$ cat src/uart_rx_pkg.sv
package uart_rx_pkg;

    // Frames are 8N1, so every channel collects this many data bits.
    localparam int DATA_BITS = 8;

    // Commands for the baud and bit counters in the datapath.
    typedef enum logic [1:0] {
        CTR_ZERO = 2'b00,
        CTR_HOLD = 2'b10,
        CTR_INC  = 2'b11
    } ctr_sel_t;

    // Command for the receive shift register.
    typedef enum logic {
        SHIFT_HOLD = 1'b0,
        SHIFT_IN   = 1'b1
    } shift_sel_t;

endpackage
$ cat src/uart_rx_hub.sv
module uart_rx_hub #(
    parameter int NUM_CHANNELS = 4,
    parameter int CLKS_PER_BIT = 55
) (
    input  logic                                clk,
    input  logic                                reset_b,
    input  logic [NUM_CHANNELS-1:0]             rx_line,
    input  logic                                out_ack,
    output logic                                out_req,
    output logic [uart_rx_pkg::DATA_BITS-1:0]   out_data,
    output logic [$clog2(NUM_CHANNELS)-1:0]     out_channel,
    output logic                                out_frame_err,
    output logic                                out_overrun
);

    logic [NUM_CHANNELS-1:0]                             clean_line;
    logic [NUM_CHANNELS-1:0]                             byte_valid;
    logic [NUM_CHANNELS-1:0][uart_rx_pkg::DATA_BITS-1:0] byte_data;
    logic [NUM_CHANNELS-1:0]                             frame_err;
    logic [NUM_CHANNELS-1:0]                             overrun;
    logic [NUM_CHANNELS-1:0]                             take;

    rx_input_filter #(
        .NUM_CHANNELS (NUM_CHANNELS)
    ) i_rx_input_filter (
        .clk        (clk),
        .reset_b    (reset_b),
        .rx_line    (rx_line),
        .clean_line (clean_line)
    );

    for (genvar i = 0; i < NUM_CHANNELS; i++) begin : g_channel
        uart_rx_channel #(
            .CLKS_PER_BIT (CLKS_PER_BIT)
        ) i_uart_rx_channel (
            .clk        (clk),
            .reset_b    (reset_b),
            .line       (clean_line[i]),
            .take       (take[i]),
            .byte_valid (byte_valid[i]),
            .byte_data  (byte_data[i]),
            .frame_err  (frame_err[i]),
            .overrun    (overrun[i])
        );
    end

    rx_output_arbiter #(
        .NUM_CHANNELS (NUM_CHANNELS)
    ) i_rx_output_arbiter (
        .clk           (clk),
        .reset_b       (reset_b),
        .byte_valid    (byte_valid),
        .byte_data     (byte_data),
        .frame_err     (frame_err),
        .overrun       (overrun),
        .take          (take),
        .out_ack       (out_ack),
        .out_req       (out_req),
        .out_data      (out_data),
        .out_channel   (out_channel),
        .out_frame_err (out_frame_err),
        .out_overrun   (out_overrun)
    );

endmodule

$ cat src/rx_output_arbiter.sv
module rx_output_arbiter #(
    parameter int NUM_CHANNELS = 4
) (
    input  logic                                                clk,
    input  logic                                                reset_b,
    input  logic [NUM_CHANNELS-1:0]                             byte_valid,
    input  logic [NUM_CHANNELS-1:0][uart_rx_pkg::DATA_BITS-1:0] byte_data,
    input  logic [NUM_CHANNELS-1:0]                             frame_err,
    input  logic [NUM_CHANNELS-1:0]                             overrun,
    output logic [NUM_CHANNELS-1:0]                             take,
    input  logic                                                out_ack,
    output logic                                                out_req,
    output logic [uart_rx_pkg::DATA_BITS-1:0]                   out_data,
    output logic [$clog2(NUM_CHANNELS)-1:0]                     out_channel,
    output logic                                                out_frame_err,
    output logic                                                out_overrun
);

    localparam int CH_W = $clog2(NUM_CHANNELS);

    localparam logic [1:0] IDLE         = 2'b00;
    localparam logic [1:0] REQ          = 2'b01;
    localparam logic [1:0] WAIT_ACK_LOW = 2'b10;

    logic [1:0]      state;
    logic [CH_W-1:0] ptr;
    logic            grant_found;
    logic [CH_W-1:0] grant_idx;
    logic            grant;

    // Scan from the pointer upward and wrap, so the first valid channel
    // found is the next one in round-robin order.
    always_comb begin
        int cand;
        grant_found = 1'b0;
        grant_idx   = '0;
        for (int k = 0; k < NUM_CHANNELS; k++) begin
            cand = int'(ptr) + k;
            if (cand >= NUM_CHANNELS) begin
                cand = cand - NUM_CHANNELS;
            end
            if (!grant_found && byte_valid[cand]) begin
                grant_found = 1'b1;
                grant_idx   = CH_W'(cand);
            end
        end
    end

    // A new word is only taken once the sink has released out_ack.
    assign grant = (state == IDLE) && !out_ack && grant_found;

    always_comb begin
        take = '0;
        if (grant) begin
            take[grant_idx] = 1'b1;
        end
    end

    assign out_req = (state == REQ);

    always_ff @(posedge clk or negedge reset_b) begin
        if (!reset_b) begin
            state <= IDLE;
            ptr   <= '0;
        end else begin
            case (state)
                IDLE: begin
                    if (grant) begin
                        state <= REQ;
                        if (grant_idx == CH_W'(NUM_CHANNELS - 1)) begin
                            ptr <= '0;
                        end else begin
                            ptr <= grant_idx + 1'b1;
                        end
                    end
                end
                REQ: begin
                    if (out_ack) begin
                        state <= WAIT_ACK_LOW;
                    end
                end
                WAIT_ACK_LOW: begin
                    if (!out_ack) begin
                        state <= IDLE;
                    end
                end
                default: begin
                    state <= IDLE;
                end
            endcase
        end
    end

    // The output word only changes on a grant, so it holds for the whole exchange.
    always_ff @(posedge clk) begin
        if (grant) begin
            out_data      <= byte_data[grant_idx];
            out_channel   <= grant_idx;
            out_frame_err <= frame_err[grant_idx];
            out_overrun   <= overrun[grant_idx];
        end
    end

endmodule

$ cat src/uart_rx_channel.sv
module uart_rx_channel #(
    parameter int CLKS_PER_BIT = 55
) (
    input  logic                                clk,
    input  logic                                reset_b,
    input  logic                                line,
    input  logic                                take,
    output logic                                byte_valid,
    output logic [uart_rx_pkg::DATA_BITS-1:0]   byte_data,
    output logic                                frame_err,
    output logic                                overrun
);

    uart_rx_pkg::ctr_sel_t                 baud_sel;
    uart_rx_pkg::ctr_sel_t                 bit_sel;
    uart_rx_pkg::shift_sel_t               shift_sel;
    logic                                  half_reached;
    logic                                  baud_reached;
    logic                                  bits_done;
    logic                                  frame_done;
    logic                                  stop_ok;
    logic [uart_rx_pkg::DATA_BITS-1:0]     shift_data;
    logic                                  load;

    uart_rx_controller #(
        .CLKS_PER_BIT (CLKS_PER_BIT)
    ) i_uart_rx_controller (
        .clk          (clk),
        .reset_b      (reset_b),
        .line         (line),
        .half_reached (half_reached),
        .baud_reached (baud_reached),
        .bits_done    (bits_done),
        .baud_sel     (baud_sel),
        .bit_sel      (bit_sel),
        .shift_sel    (shift_sel),
        .frame_done   (frame_done),
        .stop_ok      (stop_ok)
    );

    uart_rx_datapath #(
        .CLKS_PER_BIT (CLKS_PER_BIT)
    ) i_uart_rx_datapath (
        .clk          (clk),
        .reset_b      (reset_b),
        .line         (line),
        .baud_sel     (baud_sel),
        .bit_sel      (bit_sel),
        .shift_sel    (shift_sel),
        .half_reached (half_reached),
        .baud_reached (baud_reached),
        .bits_done    (bits_done),
        .shift_data   (shift_data)
    );

    // A finished frame is stored if the register is empty or is being
    // drained on this same edge.
    assign load = frame_done && (!byte_valid || take);

    always_ff @(posedge clk or negedge reset_b) begin
        if (!reset_b) begin
            byte_valid <= 1'b0;
            frame_err  <= 1'b0;
            overrun    <= 1'b0;
        end else if (load) begin
            byte_valid <= 1'b1;
            frame_err  <= !stop_ok;
            overrun    <= 1'b0;
        end else if (frame_done) begin
            // The new byte is lost and the held word records it.
            overrun <= 1'b1;
        end else if (take) begin
            byte_valid <= 1'b0;
        end
    end

    always_ff @(posedge clk) begin
        if (load) begin
            byte_data <= shift_data;
        end
    end

endmodule

$ cat src/uart_rx_datapath.sv
module uart_rx_datapath #(
    parameter int CLKS_PER_BIT = 55
) (
    input  logic                                clk,
    input  logic                                reset_b,
    input  logic                                line,
    input  uart_rx_pkg::ctr_sel_t               baud_sel,
    input  uart_rx_pkg::ctr_sel_t               bit_sel,
    input  uart_rx_pkg::shift_sel_t             shift_sel,
    output logic                                half_reached,
    output logic                                baud_reached,
    output logic                                bits_done,
    output logic [uart_rx_pkg::DATA_BITS-1:0]   shift_data
);

    localparam int BAUD_W    = (CLKS_PER_BIT > 1) ? $clog2(CLKS_PER_BIT) : 1;
    localparam int BIT_W     = $clog2(uart_rx_pkg::DATA_BITS);
    localparam int HALF_LAST = CLKS_PER_BIT / 2 - 1;

    logic [BAUD_W-1:0] baud_cnt;
    logic [BIT_W-1:0]  bit_cnt;

    always_ff @(posedge clk or negedge reset_b) begin
        if (!reset_b) begin
            baud_cnt <= '0;
        end else begin
            case (baud_sel)
                uart_rx_pkg::CTR_ZERO: baud_cnt <= '0;
                uart_rx_pkg::CTR_INC:  baud_cnt <= baud_cnt + 1'b1;
                default:               baud_cnt <= baud_cnt;
            endcase
        end
    end

    always_ff @(posedge clk or negedge reset_b) begin
        if (!reset_b) begin
            bit_cnt <= '0;
        end else begin
            case (bit_sel)
                uart_rx_pkg::CTR_ZERO: bit_cnt <= '0;
                uart_rx_pkg::CTR_INC:  bit_cnt <= bit_cnt + 1'b1;
                default:               bit_cnt <= bit_cnt;
            endcase
        end
    end

    assign half_reached = (HALF_LAST >= 0) && (baud_cnt == BAUD_W'(HALF_LAST));
    assign baud_reached = baud_cnt == BAUD_W'(CLKS_PER_BIT - 1);

    // True while the sample being taken is the last data bit of the frame.
    assign bits_done = bit_cnt == BIT_W'(uart_rx_pkg::DATA_BITS - 1);

    // Bits arrive LSB first, so shifting right from the top leaves the byte
    // aligned after the last data bit.
    always_ff @(posedge clk) begin
        if (shift_sel == uart_rx_pkg::SHIFT_IN) begin
            shift_data <= {line, shift_data[uart_rx_pkg::DATA_BITS-1:1]};
        end
    end

endmodule

$ cat src/uart_rx_controller.sv
module uart_rx_controller #(
    parameter int CLKS_PER_BIT = 55
) (
    input  logic                    clk,
    input  logic                    reset_b,
    input  logic                    line,
    input  logic                    half_reached,
    input  logic                    baud_reached,
    input  logic                    bits_done,
    output uart_rx_pkg::ctr_sel_t   baud_sel,
    output uart_rx_pkg::ctr_sel_t   bit_sel,
    output uart_rx_pkg::shift_sel_t shift_sel,
    output logic                    frame_done,
    output logic                    stop_ok
);

    localparam logic [1:0] IDLE        = 2'b00;
    localparam logic [1:0] START_CHECK = 2'b01;
    localparam logic [1:0] DATA        = 2'b10;
    localparam logic [1:0] STOP        = 2'b11;

    // A bit shorter than two clocks has no middle to wait for, so the start
    // bit is confirmed on the first counted cycle.
    localparam bit NO_HALF = CLKS_PER_BIT < 2;

    logic [1:0] state;
    logic [1:0] next_state;
    logic       wait_high;
    logic       start_sample;

    assign start_sample = half_reached || NO_HALF;

    always_ff @(posedge clk or negedge reset_b) begin
        if (!reset_b) begin
            state <= IDLE;
        end else begin
            state <= next_state;
        end
    end

    // Set after a low stop bit. The line has to come back high before the
    // controller looks for another start.
    always_ff @(posedge clk or negedge reset_b) begin
        if (!reset_b) begin
            wait_high <= 1'b0;
        end else if (frame_done && !line) begin
            wait_high <= 1'b1;
        end else if (line) begin
            wait_high <= 1'b0;
        end
    end

    always_comb begin
        baud_sel   = uart_rx_pkg::CTR_ZERO;
        bit_sel    = uart_rx_pkg::CTR_ZERO;
        shift_sel  = uart_rx_pkg::SHIFT_HOLD;
        frame_done = 1'b0;
        stop_ok    = 1'b1;
        next_state = state;

        case (state)
            IDLE: begin
                if (!line) begin
                    next_state = START_CHECK;
                end
            end

            START_CHECK: begin
                if (start_sample) begin
                    // A high line at mid start bit was only noise.
                    if (line) begin
                        next_state = IDLE;
                    end else begin
                        next_state = DATA;
                    end
                end else begin
                    baud_sel = uart_rx_pkg::CTR_INC;
                end
            end

            DATA: begin
                if (baud_reached) begin
                    bit_sel   = uart_rx_pkg::CTR_INC;
                    shift_sel = uart_rx_pkg::SHIFT_IN;
                    if (bits_done) begin
                        next_state = STOP;
                    end
                end else begin
                    baud_sel = uart_rx_pkg::CTR_INC;
                    bit_sel  = uart_rx_pkg::CTR_HOLD;
                end
            end

            STOP: begin
                if (wait_high) begin
                    if (line) begin
                        next_state = IDLE;
                    end
                end else if (baud_reached) begin
                    frame_done = 1'b1;
                    stop_ok    = line;
                    if (line) begin
                        next_state = IDLE;
                    end
                end else begin
                    baud_sel = uart_rx_pkg::CTR_INC;
                end
            end

            default: begin
                next_state = IDLE;
            end
        endcase
    end

endmodule

$ cat src/rx_input_filter.sv
module rx_input_filter #(
    parameter int NUM_CHANNELS = 4
) (
    input  logic                    clk,
    input  logic                    reset_b,
    input  logic [NUM_CHANNELS-1:0] rx_line,
    output logic [NUM_CHANNELS-1:0] clean_line
);

    logic [NUM_CHANNELS-1:0] sync_1;
    logic [NUM_CHANNELS-1:0] sync_2;
    logic [NUM_CHANNELS-1:0] sample_1;
    logic [NUM_CHANNELS-1:0] sample_2;
    logic [NUM_CHANNELS-1:0] majority;

    // Two of the last three synchronized samples must agree, which removes
    // any glitch of a single cycle.
    assign majority = (sync_2 & sample_1) |
                      (sync_2 & sample_2) |
                      (sample_1 & sample_2);

    // Everything resets high so the lines read as idle.
    always_ff @(posedge clk or negedge reset_b) begin
        if (!reset_b) begin
            sync_1     <= '1;
            sync_2     <= '1;
            sample_1   <= '1;
            sample_2   <= '1;
            clean_line <= '1;
        end else begin
            sync_1     <= rx_line;
            sync_2     <= sync_1;
            sample_1   <= sync_2;
            sample_2   <= sample_1;
            clean_line <= majority;
        end
    end

endmodule

$ cat config.mk
export PLATFORM = sky130hd
export DESIGN_NAME = uart_rx_hub
export DESIGN_NICKNAME = d
export VERILOG_FILES = /design/src/uart_rx_pkg.sv /design/src/uart_rx_hub.sv /design/src/rx_output_arbiter.sv /design/src/uart_rx_channel.sv /design/src/uart_rx_datapath.sv /design/src/uart_rx_controller.sv /design/src/rx_input_filter.sv
export SDC_FILE = /design/constraint.sdc
export NUM_CORES = 1
export LEC_CHECK = 0
export BUFFER_PORTS_ARGS = -buffer_cell sky130_fd_sc_hd__buf_2
export CAP_MARGIN = 20
export CORE_ASPECT_RATIO = 1.25
export CORE_MARGIN = 8
export CORE_UTILIZATION = 50
export DETAILED_ROUTE_END_ITERATION = 6
export MAX_ROUTING_LAYER = met4
export PLACE_DENSITY_LB_ADDON = 0.08
export SLEW_MARGIN = 20
export SYNTH_ARGS = -nofsm -noshare
export SYNTH_HDL_FRONTEND = slang
export SYNTH_SLANG_ARGS = --single-unit
$ cat constraint.sdc
create_clock -name clk -period 3.1 [get_ports clk]
set_input_delay 0.465 -clock clk [delete_from_list [all_inputs] [get_ports clk]]
set_output_delay 0.465 -clock clk [all_outputs]
set_load 0.1 [all_outputs]
==> metrics.cfg <==
[sta]
hold_viol_final = 0
fmax_mhz = 419
drv_slew = 0
setup_tns_ns = 0
finalClockSkew_ns = 0.00680
setup-violations-final = 0
setup_slack_ns = 0.712
slew_headroom = 0.496
fin_crit_sh = 0.770
post-route-min-period_ns = 2.39
rsz0062_at_grt = false
tightest_slew_ns = 0.757
hold-worst-slack_ns = 0.0915

[logic_synthesis]
synth-edff-count = 76
synth_cell_types = 48
yosys.area.top_type = edfxtp_1
synthCells = 456
synth_area_um2 = 6380
synth_warnings = 0
synth_top_area_frac = 0.358
synth.avg_cell_area_um2 = 14.0
ys_seq_area_frac = 0.691
ys_seq_elements = 160
synthFlopType = edfxtp_1
async_flop_share = 0.525
syn_nets = 480
ys_top_cells_by_area = edfxtp_1 36%, dfrtp_1 25%, dfstp_2 8.2%

[global_routing]
grt_max_degree = 85
grt_first_pass_wirelength_um = 17000
overflow = 0
grt.busiest_layer = met2
grt_util_met3 = 0.0412
first_global_vias = 3405
antenna_found_initial = 0
grt_use_total = 0.137
grt.met1_usage = 0.175
grtUsageMet2 = 0.201

[power]
comb_power_share = 0.264
p_sw_frac = 0.354
p_total_uw = 6390
p_per_area_nw_per_um2 = 883
clockPowerShare = 0.299
p_seq_frac = 0.438
peakVddDrop_mv = 0.526
power.net_switching_uw = 2260
internal_power_uw = 4130
leakagePower_uw = 0.00291

[clock_network]
htreeDepth = 4
cts_setup_buffers = 0
cts_tree = built
clock_latency_ns = 0.41
ctsRootBufferMaster = clkbuf_16
cts_sinks = 160
cts_buffer_depth = 2
cts_resized = 0
hold_buffers = 0
clkTransAtPathRegs_ns = 0.06
numCtsBuffers = 17

[worst_setup_path]
rrSetupSlack_ns = 0.71
worstSetupPathType = register to register
worstPathCellList = inv_1, ha_1, nand2_1, nor3_1, nand4_1, nor2_1
cp_slowest_cell = nor2_1
arrival_ns = 2.43
endpoint = g_channel[3].i_uart_rx_channel.byte_data[3]$_DFFE_PP_
crit_required_ns = 3.14
reg2reg_depth = 6
r2r-end = g_channel[3].i_uart_rx_channel.byte_data[3]$_DFFE_PP_
endpoint_kind = register
slowest_delay_ns = 0.63
crit_path_start_kind = register
crit_fanout = 8

[final_layout]
insertedDiodeCount = 0
nets = 513
drive_gt1_frac = 0.171
final_core_util = 0.574
syn_to_final_growth_pct = 13.4
n_fill_cell = 1018

[die]
rows = 46
fp.coreArea_um2 = 12600
die_y_um = 142
initial_core_util = 0.506
dieArea_um2 = 16700
die_w_um = 117
pin_count = 20

[min_path]
hold_class = input port to async pin

[route]
wl_per_cell_um = 14.7
viasPerCell = 5.07
vias = 3400
drc = 0
ant_nets = 0
wl_um = 9850
dr.pass1.iters = 4
drt_iter0_drc = 172

[job]
maxCapViolCount = 0

[placed_design]
dp_slack_ns = 0.709
gp_congestion = 0.764
port_buffers = 19
hpwl_um = 6720

[status]
outcome = completed

synth_stat cells (3+ instances only):
cell type	n
inv_1	21
o22ai_1	4
dfrtp_1	64
edfxtp_1	76
dfstp_2	20
buf_2	4
clkbuf_1	4
nor2_1	46
mux2i_1	43
nand3_1	10
nor3_1	9
a21oi_1	14
xnor2_1	10
nor3b_1	4
nand2b_1	5
xor2_1	10
a31oi_1	3
maj3_1	4
o31ai_1	3
nand2_1	40
o21ai_0	9
ha_1	17
routing by layer:
metal	vias to the layer above	share of wire	routed length, µm
met5	-	0	0
met4	0	0.014	141
met3	14	0.036	352
met2	42	0.48	4720
met1	1651	0.47	4640
li1	1693	-	-
kinds of logic after synthesis:
group	share of synthesized area
XOR/XNOR	0.0274
flip-flops	0.691
buffers and inverters	0.0202
multiplexers	0.0692
AO/OA/AOI/OAI	0.0616
AND/OR/NAND/NOR	0.0912
adder cells (fa/ha/maj)	0.0396
power groups by stage:
stage	registers, µW	clock network (µW)	logic, µW
after floorplan	3100	0	1100
after global placement	2830	0	1670
after global routing	2840	2050	1860
after detailed placement	2840	0	1710
after CTS	2800	1970	1720
final	2800	1910	1680
sequential cells by signal, indices dropped and copies added, names as in the netlist, 8 cells and up, named ones only:
| register | cells |
|---|---|
| g_channel.i_uart_rx_channel.byte_data | 32 |
| g_channel.i_uart_rx_channel.i_uart_rx_datapath.shift_data | 32 |
| g_channel.i_uart_rx_channel.i_uart_rx_datapath.bit_cnt | 12 |
| g_channel.i_uart_rx_channel.i_uart_rx_datapath.baud_cnt | 24 |
| i_rx_output_arbiter.out_data | 8 |
critical path, delay by kind of cell, from the launching register on:
| kind | cells | cell delay [ns] |
|---|---|---|
| fa+ha+maj | 1 | 0.15 |
| simple gates | 4 | 1.39 |
| buf+inv | 1 | 0.07 |
| flops | 1 | 0.40 |
cells in the final DEF, fill, tap and decap left out, types with 3 or more instances in the layout:
master,n
o22ai_1,4
xor2_1,10
inv_1,21
buf_4,4
clkinv_4,5
dfstp_2,20
o21ai_0,9
a31oi_1,3
clkbuf_16,17
dfrtp_1,64
maj3_1,4
mux2i_1,43
nand2b_1,5
nor3b_1,4
o31ai_1,3
inv_6,4
nor2_1,46
xnor2_1,10
a21oi_1,14
nand3_1,10
nand2_1,40
nor3_1,9
buf_2,18
ha_1,17
edfxtp_1,76
metrics by stage:
| stage | instance area, µm² | cells |
|---|---|---|
| 2_1_floorplan | 6380 | 456 |
| 3_3_place_gp | 6680 | 638 |
| 3_5_place_dp | 6680 | 638 |
| 4_1_cts | 7230 | 670 |
| 5_1_grt | 7240 | 670 |
| 6_report | 7240 | 670 |
worst min-delay path by stage:
stage                                                      from                                    end  slack (ns)
after floorplan                                         reset_b                              async pin        0.17
after global placement    i_rx_input_filter.sync_1[2]$_DFF_PN1_  i_rx_input_filter.sync_2[2]$_DFF_PN1_        0.35
after detailed placement  i_rx_input_filter.sync_1[3]$_DFF_PN1_  i_rx_input_filter.sync_2[3]$_DFF_PN1_        0.35
after CTS                                            rx_line[1]  i_rx_input_filter.sync_1[1]$_DFF_PN1_        0.13
after global routing                                 rx_line[1]  i_rx_input_filter.sync_1[1]$_DFF_PN1_        0.12
final                                                   reset_b                              async pin        0.09
final cells by class:
class                   count  area [µm²]  share of cell area
repair buffers             23         131              0.0182
multi-input cells         264        1840               0.255
inverters                  23        86.3              0.0119
well taps                 168         210              0.0290
flip-flops and latches    160        4410               0.609
clock inverters            15         130              0.0180
clock buffers              17         425              0.0588
Note: power is estimated with default switching activity, not from simulation.
